<file path="src/dfd_cfg.svh">
// Widths, depths and APB register map of the debug slice, included by RTL and testbench
`ifndef DFD_CFG_SVH
`define DFD_CFG_SVH

`define DFD_LANE_WIDTH      16
`define DFD_NUM_LANES       16
`define DFD_LANE_SEL_WIDTH  4
`define DFD_BUS_WIDTH       32
`define DFD_APB_ADDR_WIDTH  12
`define DFD_APB_DATA_WIDTH  32
`define DFD_TS_WIDTH        32
`define DFD_TRACE_DEPTH     16
`define DFD_TRACE_PTR_WIDTH 4

// Word-aligned register offsets
`define DFD_REG_MUXSEL    12'h000
`define DFD_REG_MASK0     12'h004
`define DFD_REG_MATCH0    12'h008
`define DFD_REG_MASK1     12'h00C
`define DFD_REG_MATCH1    12'h010
`define DFD_REG_CLACTRL   12'h014
`define DFD_REG_CLASTATUS 12'h018
`define DFD_REG_TSPRESET  12'h01C
`define DFD_REG_TIMESTAMP 12'h020
`define DFD_REG_TRACECTRL 12'h024
`define DFD_TRACE_BASE    12'h040

`endif

</file>
<file path="src/dfdPkg.sv">
// Structs and enums shared by the debug slice RTL and its testbench, imported where used
`include "dfd_cfg.svh"

package dfdPkg;

  // ********************************************************************
  // APB
  // ********************************************************************
  typedef struct packed {
    logic [`DFD_APB_ADDR_WIDTH-1:0] paddr;
    logic                           psel;
    logic                           penable;
    logic                           pwrite;
    logic [`DFD_APB_DATA_WIDTH-1:0] pwdata;
  } apbReq_t;

  typedef struct packed {
    logic                           pready;
    logic [`DFD_APB_DATA_WIDTH-1:0] prdata;
    logic                           pslverr;
  } apbRsp_t;

  // ********************************************************************
  // Logic analyzer
  // ********************************************************************
  typedef enum logic [1:0] {
    CLA_IDLE      = 2'd0,
    CLA_STAGE1    = 2'd1,
    CLA_STAGE2    = 2'd2,
    CLA_TRIGGERED = 2'd3
  } claState_e;

  typedef enum logic [2:0] {
    ACT_NONE        = 3'd0,
    ACT_TRACE_START = 3'd1,
    ACT_TRACE_STOP  = 3'd2,
    ACT_HALT        = 3'd3,
    ACT_INTERRUPT   = 3'd4,
    ACT_XTRIGGER    = 3'd5
  } claAction_e;

  typedef struct packed {
    logic [`DFD_BUS_WIDTH-1:0] mask0;
    logic [`DFD_BUS_WIDTH-1:0] match0;
    logic [`DFD_BUS_WIDTH-1:0] mask1;
    logic [`DFD_BUS_WIDTH-1:0] match1;
    logic                      arm;
    claAction_e                action;
  } claCfg_t;

  // One pulse per action
  typedef struct packed {
    logic traceStart;
    logic traceStop;
    logic haltClock;
    logic debugInterrupt;
    logic xtriggerOut;
  } claActions_t;

  typedef struct packed {
    logic wrStb;
    logic en;
  } traceCtl_t;

  typedef logic [`DFD_NUM_LANES-1:0][`DFD_LANE_WIDTH-1:0] laneArray_t;

endpackage

</file>
<file path="src/dfdApbRegs.sv">
// APB slave of the debug slice holding configuration registers and the status read mux
`timescale 1ns/1ps
`include "dfd_cfg.svh"

module dfdApbRegs (
  input  logic                                                 clk,
  input  logic                                                 i_reset,
  input  dfdPkg::apbReq_t                                      i_apbReq,
  output dfdPkg::apbRsp_t                                      o_apbRsp,
  output logic [1:0][`DFD_LANE_SEL_WIDTH-1:0]                  o_laneSel,
  output dfdPkg::claCfg_t                                      o_claCfg,
  output logic [`DFD_TS_WIDTH-1:0]                             o_tsPreset,
  output dfdPkg::traceCtl_t                                    o_traceCtl,
  input  dfdPkg::claState_e                                    i_claState,
  input  logic [`DFD_TS_WIDTH-1:0]                             i_timestamp,
  input  logic [`DFD_TRACE_PTR_WIDTH-1:0]                      i_traceWrPtr,
  input  logic                                                 i_traceEn,
  input  logic [`DFD_TRACE_DEPTH-1:0][`DFD_BUS_WIDTH-1:0]      i_traceData
);
  import dfdPkg::*;

  localparam int DataW = `DFD_APB_DATA_WIDTH;
  localparam logic [`DFD_APB_ADDR_WIDTH-1:0] TraceEnd =
    `DFD_TRACE_BASE + `DFD_APB_ADDR_WIDTH'(4 * `DFD_TRACE_DEPTH);

  logic                               access;
  logic                               wrAcc;
  logic                               addrHit;
  logic                               roHit;
  logic                               traceHit;
  logic [`DFD_APB_ADDR_WIDTH-1:0]     traceOff;
  logic [`DFD_TRACE_PTR_WIDTH-1:0]    traceIdx;
  logic [DataW-1:0]                   rdData;

  assign access   = i_apbReq.psel && i_apbReq.penable;
  assign wrAcc    = access && i_apbReq.pwrite;
  assign traceOff = i_apbReq.paddr - `DFD_TRACE_BASE;
  assign traceIdx = traceOff[2 +: `DFD_TRACE_PTR_WIDTH];
  assign traceHit = (i_apbReq.paddr >= `DFD_TRACE_BASE) && (i_apbReq.paddr < TraceEnd) &&
                    (i_apbReq.paddr[1:0] == 2'b00);

  // ********************************************************************
  // Writable registers
  // ********************************************************************
  always_ff @(posedge clk) begin
    if (i_reset) begin
      o_laneSel  <= '0;
      o_claCfg   <= '0;
      o_tsPreset <= '0;
    end else if (wrAcc) begin
      case (i_apbReq.paddr)
        `DFD_REG_MUXSEL:   o_laneSel <= i_apbReq.pwdata[7:0];
        `DFD_REG_MASK0:    o_claCfg.mask0 <= i_apbReq.pwdata;
        `DFD_REG_MATCH0:   o_claCfg.match0 <= i_apbReq.pwdata;
        `DFD_REG_MASK1:    o_claCfg.mask1 <= i_apbReq.pwdata;
        `DFD_REG_MATCH1:   o_claCfg.match1 <= i_apbReq.pwdata;
        `DFD_REG_CLACTRL: begin
          o_claCfg.arm    <= i_apbReq.pwdata[0];
          o_claCfg.action <= claAction_e'(i_apbReq.pwdata[3:1]);
        end
        `DFD_REG_TSPRESET: o_tsPreset <= i_apbReq.pwdata;
        default: ;
      endcase
    end
  end

  // Trace enable lives in the trace buffer, only strobe it here
  always_comb begin
    o_traceCtl.wrStb = wrAcc && (i_apbReq.paddr == `DFD_REG_TRACECTRL);
    o_traceCtl.en    = i_apbReq.pwdata[0];
  end

  // ********************************************************************
  // Read mux and error response
  // ********************************************************************
  always_comb begin
    rdData  = '0;
    addrHit = 1'b1;
    roHit   = 1'b0;
    case (i_apbReq.paddr)
      `DFD_REG_MUXSEL:    rdData = DataW'(o_laneSel);
      `DFD_REG_MASK0:     rdData = o_claCfg.mask0;
      `DFD_REG_MATCH0:    rdData = o_claCfg.match0;
      `DFD_REG_MASK1:     rdData = o_claCfg.mask1;
      `DFD_REG_MATCH1:    rdData = o_claCfg.match1;
      `DFD_REG_CLACTRL:   rdData = DataW'({o_claCfg.action, o_claCfg.arm});
      `DFD_REG_TSPRESET:  rdData = o_tsPreset;
      `DFD_REG_TRACECTRL: rdData = DataW'({i_traceWrPtr, 7'd0, i_traceEn});
      `DFD_REG_CLASTATUS: begin
        rdData = DataW'(i_claState);
        roHit  = 1'b1;
      end
      `DFD_REG_TIMESTAMP: begin
        rdData = i_timestamp;
        roHit  = 1'b1;
      end
      default: begin
        if (traceHit) begin
          rdData = i_traceData[traceIdx];
          roHit  = 1'b1;
        end else begin
          addrHit = 1'b0;
        end
      end
    endcase
  end

  always_comb begin
    o_apbRsp.pready  = 1'b1;
    o_apbRsp.prdata  = (access && !i_apbReq.pwrite) ? rdData : '0;
    o_apbRsp.pslverr = access && (!addrHit || (i_apbReq.pwrite && roHit));
  end

endmodule

</file>
<file path="src/dfdClaSequencer.sv">
// Two-stage trigger FSM of the logic analyzer and its one-shot action decode
`timescale 1ns/1ps

module dfdClaSequencer (
  input  logic                clk,
  input  logic                i_reset,
  input  dfdPkg::claCfg_t     i_claCfg,
  input  logic [1:0]          i_match,
  output dfdPkg::claState_e   o_state,
  output dfdPkg::claActions_t o_actions
);
  import dfdPkg::*;

  claState_e   stateNext;
  claActions_t actNext;
  logic        enterTrig;

  // ********************************************************************
  // Trigger FSM
  // ********************************************************************
  always_comb begin
    stateNext = o_state;
    if (!i_claCfg.arm) begin
      stateNext = CLA_IDLE;
    end else begin
      case (o_state)
        CLA_IDLE:      stateNext = CLA_STAGE1;
        CLA_STAGE1:    if (i_match[0]) stateNext = CLA_STAGE2;
        CLA_STAGE2:    if (i_match[1]) stateNext = CLA_TRIGGERED;
        CLA_TRIGGERED: stateNext = CLA_TRIGGERED;
        default:       stateNext = CLA_IDLE;
      endcase
    end
  end

  assign enterTrig = (stateNext == CLA_TRIGGERED) && (o_state != CLA_TRIGGERED);

  // Pulse lines up with the first triggered cycle
  always_comb begin
    actNext = '0;
    if (enterTrig) begin
      case (i_claCfg.action)
        ACT_TRACE_START: actNext.traceStart     = 1'b1;
        ACT_TRACE_STOP:  actNext.traceStop      = 1'b1;
        ACT_HALT:        actNext.haltClock      = 1'b1;
        ACT_INTERRUPT:   actNext.debugInterrupt = 1'b1;
        ACT_XTRIGGER:    actNext.xtriggerOut    = 1'b1;
        default: ;
      endcase
    end
  end

  always_ff @(posedge clk) begin
    if (i_reset) begin
      o_state   <= CLA_IDLE;
      o_actions <= '0;
    end else begin
      o_state   <= stateNext;
      o_actions <= actNext;
    end
  end

endmodule

</file>
<file path="src/dfdDebugMux.sv">
// Debug-bus multiplexer picking two hardware lanes into the registered debug bus
`timescale 1ns/1ps
`include "dfd_cfg.svh"

module dfdDebugMux (
  input  logic                                clk,
  input  logic                                i_reset,
  input  dfdPkg::laneArray_t                  i_hwLanes,
  input  logic [1:0][`DFD_LANE_SEL_WIDTH-1:0] i_laneSel,
  output logic [`DFD_BUS_WIDTH-1:0]           o_debugBus
);

  logic [`DFD_LANE_WIDTH-1:0] laneLo;
  logic [`DFD_LANE_WIDTH-1:0] laneHi;

  // Lane 0 select feeds the low half
  assign laneLo = i_hwLanes[i_laneSel[0]];
  assign laneHi = i_hwLanes[i_laneSel[1]];

  always_ff @(posedge clk) begin
    if (i_reset) begin
      o_debugBus <= '0;
    end else begin
      o_debugBus <= {laneHi, laneLo};
    end
  end

endmodule

</file>
<file path="src/dfdSignalMatch.sv">
// Mask/match comparators on the debug bus, one per trigger stage of the sequencer
`timescale 1ns/1ps
`include "dfd_cfg.svh"

module dfdSignalMatch (
  input  logic [`DFD_BUS_WIDTH-1:0] i_debugBus,
  input  dfdPkg::claCfg_t           i_claCfg,
  output logic [1:0]                o_match
);

  logic [1:0][`DFD_BUS_WIDTH-1:0] mask;
  logic [1:0][`DFD_BUS_WIDTH-1:0] match;

  assign mask  = {i_claCfg.mask1, i_claCfg.mask0};
  assign match = {i_claCfg.match1, i_claCfg.match0};

  // Bits outside the mask never block a hit
  for (genvar k = 0; k < 2; k++) begin : gMatch
    assign o_match[k] = ((i_debugBus & mask[k]) == (match[k] & mask[k]));
  end

endmodule

</file>
<file path="src/dfdTimeSync.sv">
// Timestamp counter advanced by the time tick and preset by the cross-trigger input
`timescale 1ns/1ps
`include "dfd_cfg.svh"

module dfdTimeSync (
  input  logic                     clk,
  input  logic                     i_reset,
  input  logic                     i_timeTick,
  input  logic                     i_xtriggerIn,
  input  logic [`DFD_TS_WIDTH-1:0] i_tsPreset,
  output logic [`DFD_TS_WIDTH-1:0] o_timestamp
);

  // Preset has priority over the tick
  always_ff @(posedge clk) begin
    if (i_reset) begin
      o_timestamp <= '0;
    end else if (i_xtriggerIn) begin
      o_timestamp <= i_tsPreset;
    end else if (i_timeTick) begin
      o_timestamp <= o_timestamp + 1'b1;
    end
  end

endmodule

</file>
<file path="src/dfdTop.sv">
// Top of the debug slice joining APB registers, debug mux, analyzer, time sync and trace
`timescale 1ns/1ps
`include "dfd_cfg.svh"

module dfdTop (
  input  logic                     clk,
  input  logic                     i_reset,
  input  dfdPkg::apbReq_t          i_apbReq,
  output dfdPkg::apbRsp_t          o_apbRsp,
  input  dfdPkg::laneArray_t       i_hwLanes,
  input  logic                     i_timeTick,
  input  logic                     i_xtriggerIn,
  output dfdPkg::claActions_t      o_actions,
  output logic [`DFD_TS_WIDTH-1:0] o_timestamp
);
  import dfdPkg::*;

  logic [1:0][`DFD_LANE_SEL_WIDTH-1:0]             laneSel;
  claCfg_t                                         claCfg;
  traceCtl_t                                       traceCtl;
  claState_e                                       claState;
  logic [`DFD_TS_WIDTH-1:0]                        tsPreset;
  logic [`DFD_BUS_WIDTH-1:0]                       debugBus;
  logic [1:0]                                      match;
  logic                                            traceEn;
  logic [`DFD_TRACE_PTR_WIDTH-1:0]                 traceWrPtr;
  logic [`DFD_TRACE_DEPTH-1:0][`DFD_BUS_WIDTH-1:0] traceData;

  dfdApbRegs regs_i (
    .clk          (clk),
    .i_reset      (i_reset),
    .i_apbReq     (i_apbReq),
    .o_apbRsp     (o_apbRsp),
    .o_laneSel    (laneSel),
    .o_claCfg     (claCfg),
    .o_tsPreset   (tsPreset),
    .o_traceCtl   (traceCtl),
    .i_claState   (claState),
    .i_timestamp  (o_timestamp),
    .i_traceWrPtr (traceWrPtr),
    .i_traceEn    (traceEn),
    .i_traceData  (traceData)
  );

  dfdDebugMux mux_i (
    .clk        (clk),
    .i_reset    (i_reset),
    .i_hwLanes  (i_hwLanes),
    .i_laneSel  (laneSel),
    .o_debugBus (debugBus)
  );

  dfdSignalMatch match_i (
    .i_debugBus (debugBus),
    .i_claCfg   (claCfg),
    .o_match    (match)
  );

  dfdClaSequencer seq_i (
    .clk       (clk),
    .i_reset   (i_reset),
    .i_claCfg  (claCfg),
    .i_match   (match),
    .o_state   (claState),
    .o_actions (o_actions)
  );

  dfdTimeSync tsync_i (
    .clk          (clk),
    .i_reset      (i_reset),
    .i_timeTick   (i_timeTick),
    .i_xtriggerIn (i_xtriggerIn),
    .i_tsPreset   (tsPreset),
    .o_timestamp  (o_timestamp)
  );

  dfdTraceBuffer trace_i (
    .clk        (clk),
    .i_reset    (i_reset),
    .i_debugBus (debugBus),
    .i_traceCtl (traceCtl),
    .i_actions  (o_actions),
    .o_traceEn  (traceEn),
    .o_wrPtr    (traceWrPtr),
    .o_entries  (traceData)
  );

endmodule

</file>
<file path="src/dfdTraceBuffer.sv">
// Change-detected capture of the debug bus into a small circular trace store
`timescale 1ns/1ps
`include "dfd_cfg.svh"

module dfdTraceBuffer (
  input  logic                                            clk,
  input  logic                                            i_reset,
  input  logic [`DFD_BUS_WIDTH-1:0]                       i_debugBus,
  input  dfdPkg::traceCtl_t                               i_traceCtl,
  input  dfdPkg::claActions_t                             i_actions,
  output logic                                            o_traceEn,
  output logic [`DFD_TRACE_PTR_WIDTH-1:0]                 o_wrPtr,
  output logic [`DFD_TRACE_DEPTH-1:0][`DFD_BUS_WIDTH-1:0] o_entries
);

  logic [`DFD_BUS_WIDTH-1:0] prevBus;
  logic                      capture;

  assign capture = o_traceEn && (i_debugBus != prevBus);

  // ********************************************************************
  // Trace enable
  // ********************************************************************
  // Action pulses take priority over a register write
  always_ff @(posedge clk) begin
    if (i_reset) begin
      o_traceEn <= 1'b0;
    end else if (i_actions.traceStart) begin
      o_traceEn <= 1'b1;
    end else if (i_actions.traceStop) begin
      o_traceEn <= 1'b0;
    end else if (i_traceCtl.wrStb) begin
      o_traceEn <= i_traceCtl.en;
    end
  end

  // ********************************************************************
  // Sample store
  // ********************************************************************
  always_ff @(posedge clk) begin
    if (i_reset) begin
      prevBus   <= '0;
      o_wrPtr   <= '0;
      o_entries <= '0;
    end else begin
      prevBus <= i_debugBus;
      if (capture) begin
        o_entries[o_wrPtr] <= i_debugBus;
        // Wraps naturally at depth 16
        o_wrPtr <= o_wrPtr + 1'b1;
      end
    end
  end

endmodule

</file>
<file path="config.mk">
export PLATFORM = sky130hd
export DESIGN_NAME = dfdTop
export DESIGN_NICKNAME = d
export VERILOG_FILES = /design/src/dfdPkg.sv /design/src/dfdApbRegs.sv /design/src/dfdClaSequencer.sv /design/src/dfdDebugMux.sv /design/src/dfdSignalMatch.sv /design/src/dfdTimeSync.sv /design/src/dfdTop.sv /design/src/dfdTraceBuffer.sv
export VERILOG_INCLUDE_DIRS = /design/src /design/src/src
export SDC_FILE = /design/constraint.sdc
export NUM_CORES = 2
export LEC_CHECK = 0
export BUFFER_PORTS_ARGS = -buffer_cell sky130_fd_sc_hd__buf_2
export CAP_MARGIN = 10
export CORE_ASPECT_RATIO = 1.75
export CORE_MARGIN = 3
export CORE_UTILIZATION = 40
export CTS_BUF_LIST = sky130_fd_sc_hd__clkbuf_4 sky130_fd_sc_hd__clkbuf_8
export CTS_CLUSTER_DIAMETER = 40
export DETAILED_ROUTE_END_ITERATION = 8
export GPL_TIMING_DRIVEN = 1
export PLACE_DENSITY_LB_ADDON = 0.15
export SYNTH_ARGS = -nofsm -noshare
export SYNTH_HDL_FRONTEND = slang
export SYNTH_SLANG_ARGS = --single-unit
</file>
<file path="constraint.sdc">
create_clock -name clk -period 3.58 [get_ports clk]
set_input_delay 0 -clock clk [delete_from_list [all_inputs] [get_ports clk]]
set_output_delay 0 -clock clk [all_outputs]
set_load 0.005 [all_outputs]
</file>
== Word level (Yosys, flattened, before mapping) ==
Cells that the tools add are included.

* Multiplexer cells: 29
* Add/subtract/negate cells: 3
* $lt $le $gt $ge: 7
* Reductions and logical operators: 30
* Bitwise logic cells: 5
* Eq/ne operators: 22

{| class="wikitable"
|+ Operator list
! kind !! number
|-
| 512-bit bitwise mux || 1
|-
| 32-bit one-hot mux with 10 select lines || 1
|-
| 32-bit 2-to-1 mux || 6
|-
| 32-bit AND || 4
|-
| 16-bit binary-select mux with 4-bit select || 2
|-
| 32-bit binary-select mux with 4-bit select || 1
|-
| 32-bit demux with 4-bit select || 1
|-
| 32-bit == test || 2
|-
| 12-bit by 5-bit == test with 1-bit output, second input constant || 4
|-
| 32-bit by 1-bit adder with 32-bit output, second input constant || 1
|-
| 16-bit 2-to-1 mux || 2
|-
| 32-bit != test || 1
|-
| 12-bit by 4-bit == test with 1-bit output, second input constant || 2
|-
| 12-bit by 6-bit == test with 1-bit output, second input constant || 2
|-
| 4-bit by 5-bit < comparator with 1-bit output, second input constant || 4
|-
| 2-bit AND reduction || 7
|-
| 12-bit by 3-bit == test with 1-bit output, second input constant || 1
|-
| 12-bit by 7-bit >= comparator with 1-bit output, second input constant || 1
|-
| 12-bit zero test || 1
|-
| 12-bit by 8-bit < comparator with 1-bit output, second input constant || 1
|-
| 1-bit logical AND || 11
|-
| 1-bit 2-to-1 mux || 10
|-
| 10-bit OR reduction || 1
|-
| 2-bit one-hot mux with 4 select lines || 1
|-
| other kinds (19) || 28
|}

* Bits in registers: 792
* Input port bits: 307
* Output and inout port bits: 71
* Logic and storage cells: 132

== Longest topological paths before layout ==
* Word-level depth: 9
* Depth in mapped cells: 9
* Mapped depth without buffers: 7

== By module ==
A second synthesis with hierarchy kept.

* Cells, all modules: 4085
* Area, all modules: 40242.3 um^2

{| class="wikitable"
|+ By module, submodules not included
! module !! area an instance (um^2) !! cells each !! instances !! sequential area each (um^2)
|-
| dfdTraceBuffer || 20036.7 || 1881 || 1 || 10990.5
|-
| dfdApbRegs || 12092.8 || 1371 || 1 || 3443.3
|-
| dfdDebugMux || 4993.5 || 462 || 1 || 640.6
|-
| dfdTimeSync || 1981.9 || 244 || 1 || 640.6
|-
| dfdSignalMatch || 875.8 || 106 || 1 || 0.0
|-
| dfdClaSequencer || 261.5 || 21 || 1 || 140.1
|}

== Worst setup path after synthesis ==
Ideal clock, no wire load.

* Path kind: flip-flop to flip-flop
* Start: reg regs_i.o_laneSel[0] (netlist name)
* End: reg mux_i.o_debugBus[2]
* Arrival time: 1979 ps
* Cell stages (with the launch flop): 6
* Period minus slack after synthesis: 2107 ps
* Path slack: 1473 ps
* Path buffers: 2
* Cell sequence: dfxtp_1 > buf_2 > buf_2 > mux4_2 > mux4_2 > nor2b_1

* Longest elaborated chain between the ends: 2

{| class="wikitable"
|+ Ends and longest elaborated chain
! what !! RTL line !! text
|-
| start: declaration || dfdApbRegs.sv:10 || <nowiki>output logic [1:0][`DFD_LANE_SEL_WIDTH-1:0] o_laneSel,</nowiki>
|-
| start signal: assignment || dfdApbRegs.sv:52 || <nowiki>`DFD_REG_MUXSEL: o_laneSel <= i_apbReq.pwdata[7:0];</nowiki>
|-
| 16-bit binary-select mux with 4-bit select || dfdDebugMux.sv:17 || <nowiki>assign laneLo = i_hwLanes[i_laneSel[0]];</nowiki>
|-
| 16-bit 2-to-1 mux (implied by the code) || dfdDebugMux.sv:17 ||
|-
| end signal: assignment || dfdDebugMux.sv:24 || <nowiki>o_debugBus <= {laneHi, laneLo};</nowiki>
|-
| end: declaration || dfdDebugMux.sv:10 || <nowiki>output logic [`DFD_BUS_WIDTH-1:0] o_debugBus</nowiki>
|}

No other way between the ends. The select of a mux whose other input is x is not followed.
A chain may end at the register's enable or synchronous reset.

==> key figures <==
Synth
  • Synth Instances: 3840
  • Synth Area per Inst: 10.26 um2
  • Synth Register Bits: 792
  • EDFF count, synth: 0
  • Synth Net Count: 4152
  • Fraction of registers with async set/reset: 0%
  • Seq/Total Area, Yosys: 40.23%
  • Netlist cell types: 65
  • Syn Std Cell Area: 39410 um2
  • Top FF cell, synth: dfxtp_1
  • Syn. warnings: 0

Placed design
  • Gpl congestion: 0.9806
  • Placed cells: 5291
  • HPWL after detailed placement: 101.3 mm
  • Port Buffers: 376

Final layout
  • Area of the multi-input gates: 21800 um2
  • Layout cell share with drive strength beyond 1: 24.99%
  • Non-Filler Instances: 5661
  • FF/Latch Area: 15870 um2
  • Core Util, Final: 47.86%
  • Area grow syn2layout: 18.15%
  • Layout fillers: 9242
  • Final nets: 4565

Floorplanning
  • Die W: 243.3 um
  • IO Count: 378
  • Cell Rows: 151
  • Die area: 102500 um2
  • Core ar.: 97300 um2
  • Initial Utilization: 40.50%
  • Die Height: 421.2 um

Clock tree
  • Clock transition at path regs: 0.06 ns
  • Clock sink total: 792
  • CTS tree: yes
  • CTS Buf Count: 115
  • H-tree levels: 3
  • Clk_lat worst skew: 0.83 ns
  • Clock Path Buffers: 3
  • Root Driver: clkbuf_8

Worst setup path
  • Max FO, Critical Path: 10
  • Crit. End Element: output pin
  • Critical path class: input pin to output pin
  • CP Launch Point: i_apbReq[45]
  • Worst path slowest cell: nand2_1
  • Crit Reg-Reg Startpoint: regs_i.o_laneSel[1]$_SDFFE_PP0P_
  • Worst r2r dst: mux_i.o_debugBus[1]$_SDFF_PP0_
  • Register-to-Register Path Depth: 6
  • Cell Chain, Critical Path: dlygate4sd3_1 -> buf_2 -> nor4_4 -> and2_1 -> nand2_1 -> a21oi_1 -> nand2_1 -> o22ai_1 -> buf_2
  • R2R setup slack: 0.19 ns
  • CP Capture Point: o_apbRsp[28]
  • Worst Path Required: 3.58 ns
  • Crit path DAT: 3.44 ns
  • Nature of the critical path startpoint: input pin
  • Crit path largest cell delay: 0.57 ns

Timing
  • Fin. Hold Viols: 0
  • TNS Setup: 0 ns
  • Relative slew margins: 26.29%
  • Slew @ Worst Pin: 1.106 ns
  • Hold WS: 0.04182 ns
  • Unrepaired setup endpoints after global routing: false
  • Minimum clock period: 3.437 ns
  • Crit share post-route: 96.02%
  • Max-slew violation count: 0
  • Fmax: 290.9 MHz
  • Final Setup Violations: 0
  • Clock skew: 0.06871 ns

Route
  • # DRC: 0
  • Drt pass-1 iters: 6
  • Total routed wirelength: 147.9 mm
  • Via density per instance: 5.679
  • Detail Route Antenna Nets: 0
  • DR vias: 32150
  • Routed len/inst: 26.13 um
  • Initial DRC Count: 3105

Global route
  • Initial antenna violation count: 21
  • First-pass GRT wire length: 216.9 mm
  • Remaining global-route overflow: 0
  • Largest net degree at the start of global routing: 218
  • Vias in the first global route: 32570
  • GR Util All Layers: 28.19%

Worst hold path
  • Worst min path class: input pin to register
  • WHS Path Cells: 4

Power
  • PD cells: 390.6 nW/um2
  • Worst vdd ir: 321.2 uV
  • Leakage power figure: 16.24 nW
  • Total power: 0.01819 W

Run status
  • Outcome: finished, final reports clean

Run
  • Max-capacitance violation count: 0
-- logic make-up after synthesis --
logic type	Yosys count	synth area share, %
xor gates and xnor gates	128	2.845
buffers and inverters	382	4.842
DFF	792	40.23
adders and majority gates	5	0.1587
and+or+nand+nor	1207	13.03
AOI/OAI and AO/OA	455	7.401
other	1	0.009516
muxes	870	31.48
-- worst min-delay path by stage --
stage                     slack (ns)      startpoint                          endpoint
final                           0.04   i_hwLanes[88]   mux_i.o_debugBus[24]$_SDFF_PP0_
after global placement          0.30    i_apbReq[17]  regs_i.o_claCfg[21]$_SDFFE_PP0P_
after CTS                     0.0006   i_hwLanes[88]   mux_i.o_debugBus[24]$_SDFF_PP0_
after detailed placement        0.30    i_apbReq[17]  regs_i.o_claCfg[21]$_SDFFE_PP0P_
after floorplan                 0.11    i_apbReq[33]                       o_apbRsp[0]
after global routing           0.005  i_hwLanes[186]   mux_i.o_debugBus[26]$_SDFF_PP0_
-- cells in the final DEF (no fill, tap or decap), types with 72 or more instances in the layout --
| cell type | instances |
|---|---|
| dfxtp_1 | 788 |
| nor2_1 | 585 |
| mux2i_1 | 552 |
| nand2_1 | 416 |
| buf_2 | 373 |
| mux4_2 | 293 |
| a21oi_1 | 221 |
| dlygate4sd3_1 | 143 |
| clkbuf_8 | 141 |
| a22oi_1 | 122 |
| buf_4 | 120 |
| xor2_1 | 83 |
| nor2b_1 | 72 |
-- worst max-delay path: cells and delay by family --
kind,cells,cell delay [ns]
buf+inv,3,0.87
compound gates,2,1.01
simple gates,4,1.56
-- sequential cells by signal (all words and copies together), names as in the netlist --
| register | cells |
|---|---|
| regs_i.o_tsPreset | 32 |
| regs_i.o_claCfg | 132 |
| trace_i.o_wrPtr | 4 |
| regs_i.o_laneSel | 8 |
| tsync_i.o_timestamp | 32 |
| trace_i.o_traceEn | 1 |
| trace_i.prevBus | 32 |
| trace_i.o_entries | 512 |
| mux_i.o_debugBus | 32 |
| seq_i.o_actions | 5 |
| seq_i.o_state | 2 |
-- synth_stat cells (25+ instances only) --
cell type	instances	area [um2]
xor2_1	83	727.0
nor2_1	586	2200
buf_6	37	416.7
dfxtp_1	792	15860
nand4_1	31	193.9
nand2_1	416	1562
mux2_2	25	281.5
o22ai_1	32	200.2
a21oi_1	226	1131
buf_4	32	240.2
buf_2	60	300.3
mux4_2	293	6599
a22oi_1	122	915.9
nor2b_1	74	462.9
mux2i_1	552	5525
clkbuf_1	221	829.6
xnor2_1	45	394.1
-- power breakdown --
part	total, W	leakage (nW)	internal (W)	switching [W]
combinational	0.00139	8.50	0.000561	0.000826
sequential	0.00887	6.39	0.00884	0.0000270
clock	0.00793	1.35	0.00425	0.00368
total	0.0182	16.2	0.0137	0.00453
-- routing by layer --
metal / vias to the layer above / GRT usage [%] / wire, um
li1: 14500 / - / -
met1: 15940 / 32.78 / 55730
met2: 1296 / 49.35 / 74350
met3: 396 / 4.521 / 8633
met4: 16 / 15.46 / 9081
met5: - / 0 / 105
-- what timing repair did --
item,CTS,global route
endpoints found under the hold margin,312,0
resized for setup,0,0
hold buffers,143,0
buffers inserted,0,2
endpoints found under the setup margin,0,7
-- cell type report --
cell class	count	share of cell area (%)
Clock inverter	27	0.5079
Sequential cell	792	34.08
Clock buffer	186	4.893
Inverter	19	0.1532
Multi-Input combinational cell	2666	46.82
Tap cell	1300	3.493
Antenna cell	12	0.06449
Timing Repair Buffer	659	9.983
-- stage by stage --
step / worst slack [ns] / instance area [um2]
after CTS: 0.01329 / 46490
after global placement: 0.6748 / 42540
after detailed placement: 0.6925 / 42540
after floorplan: 1.473 / 39410
after global routing: 0.09922 / 46560
final: 0.1425 / 46560
No activity file was read; power rests on OpenSTA's default activity.
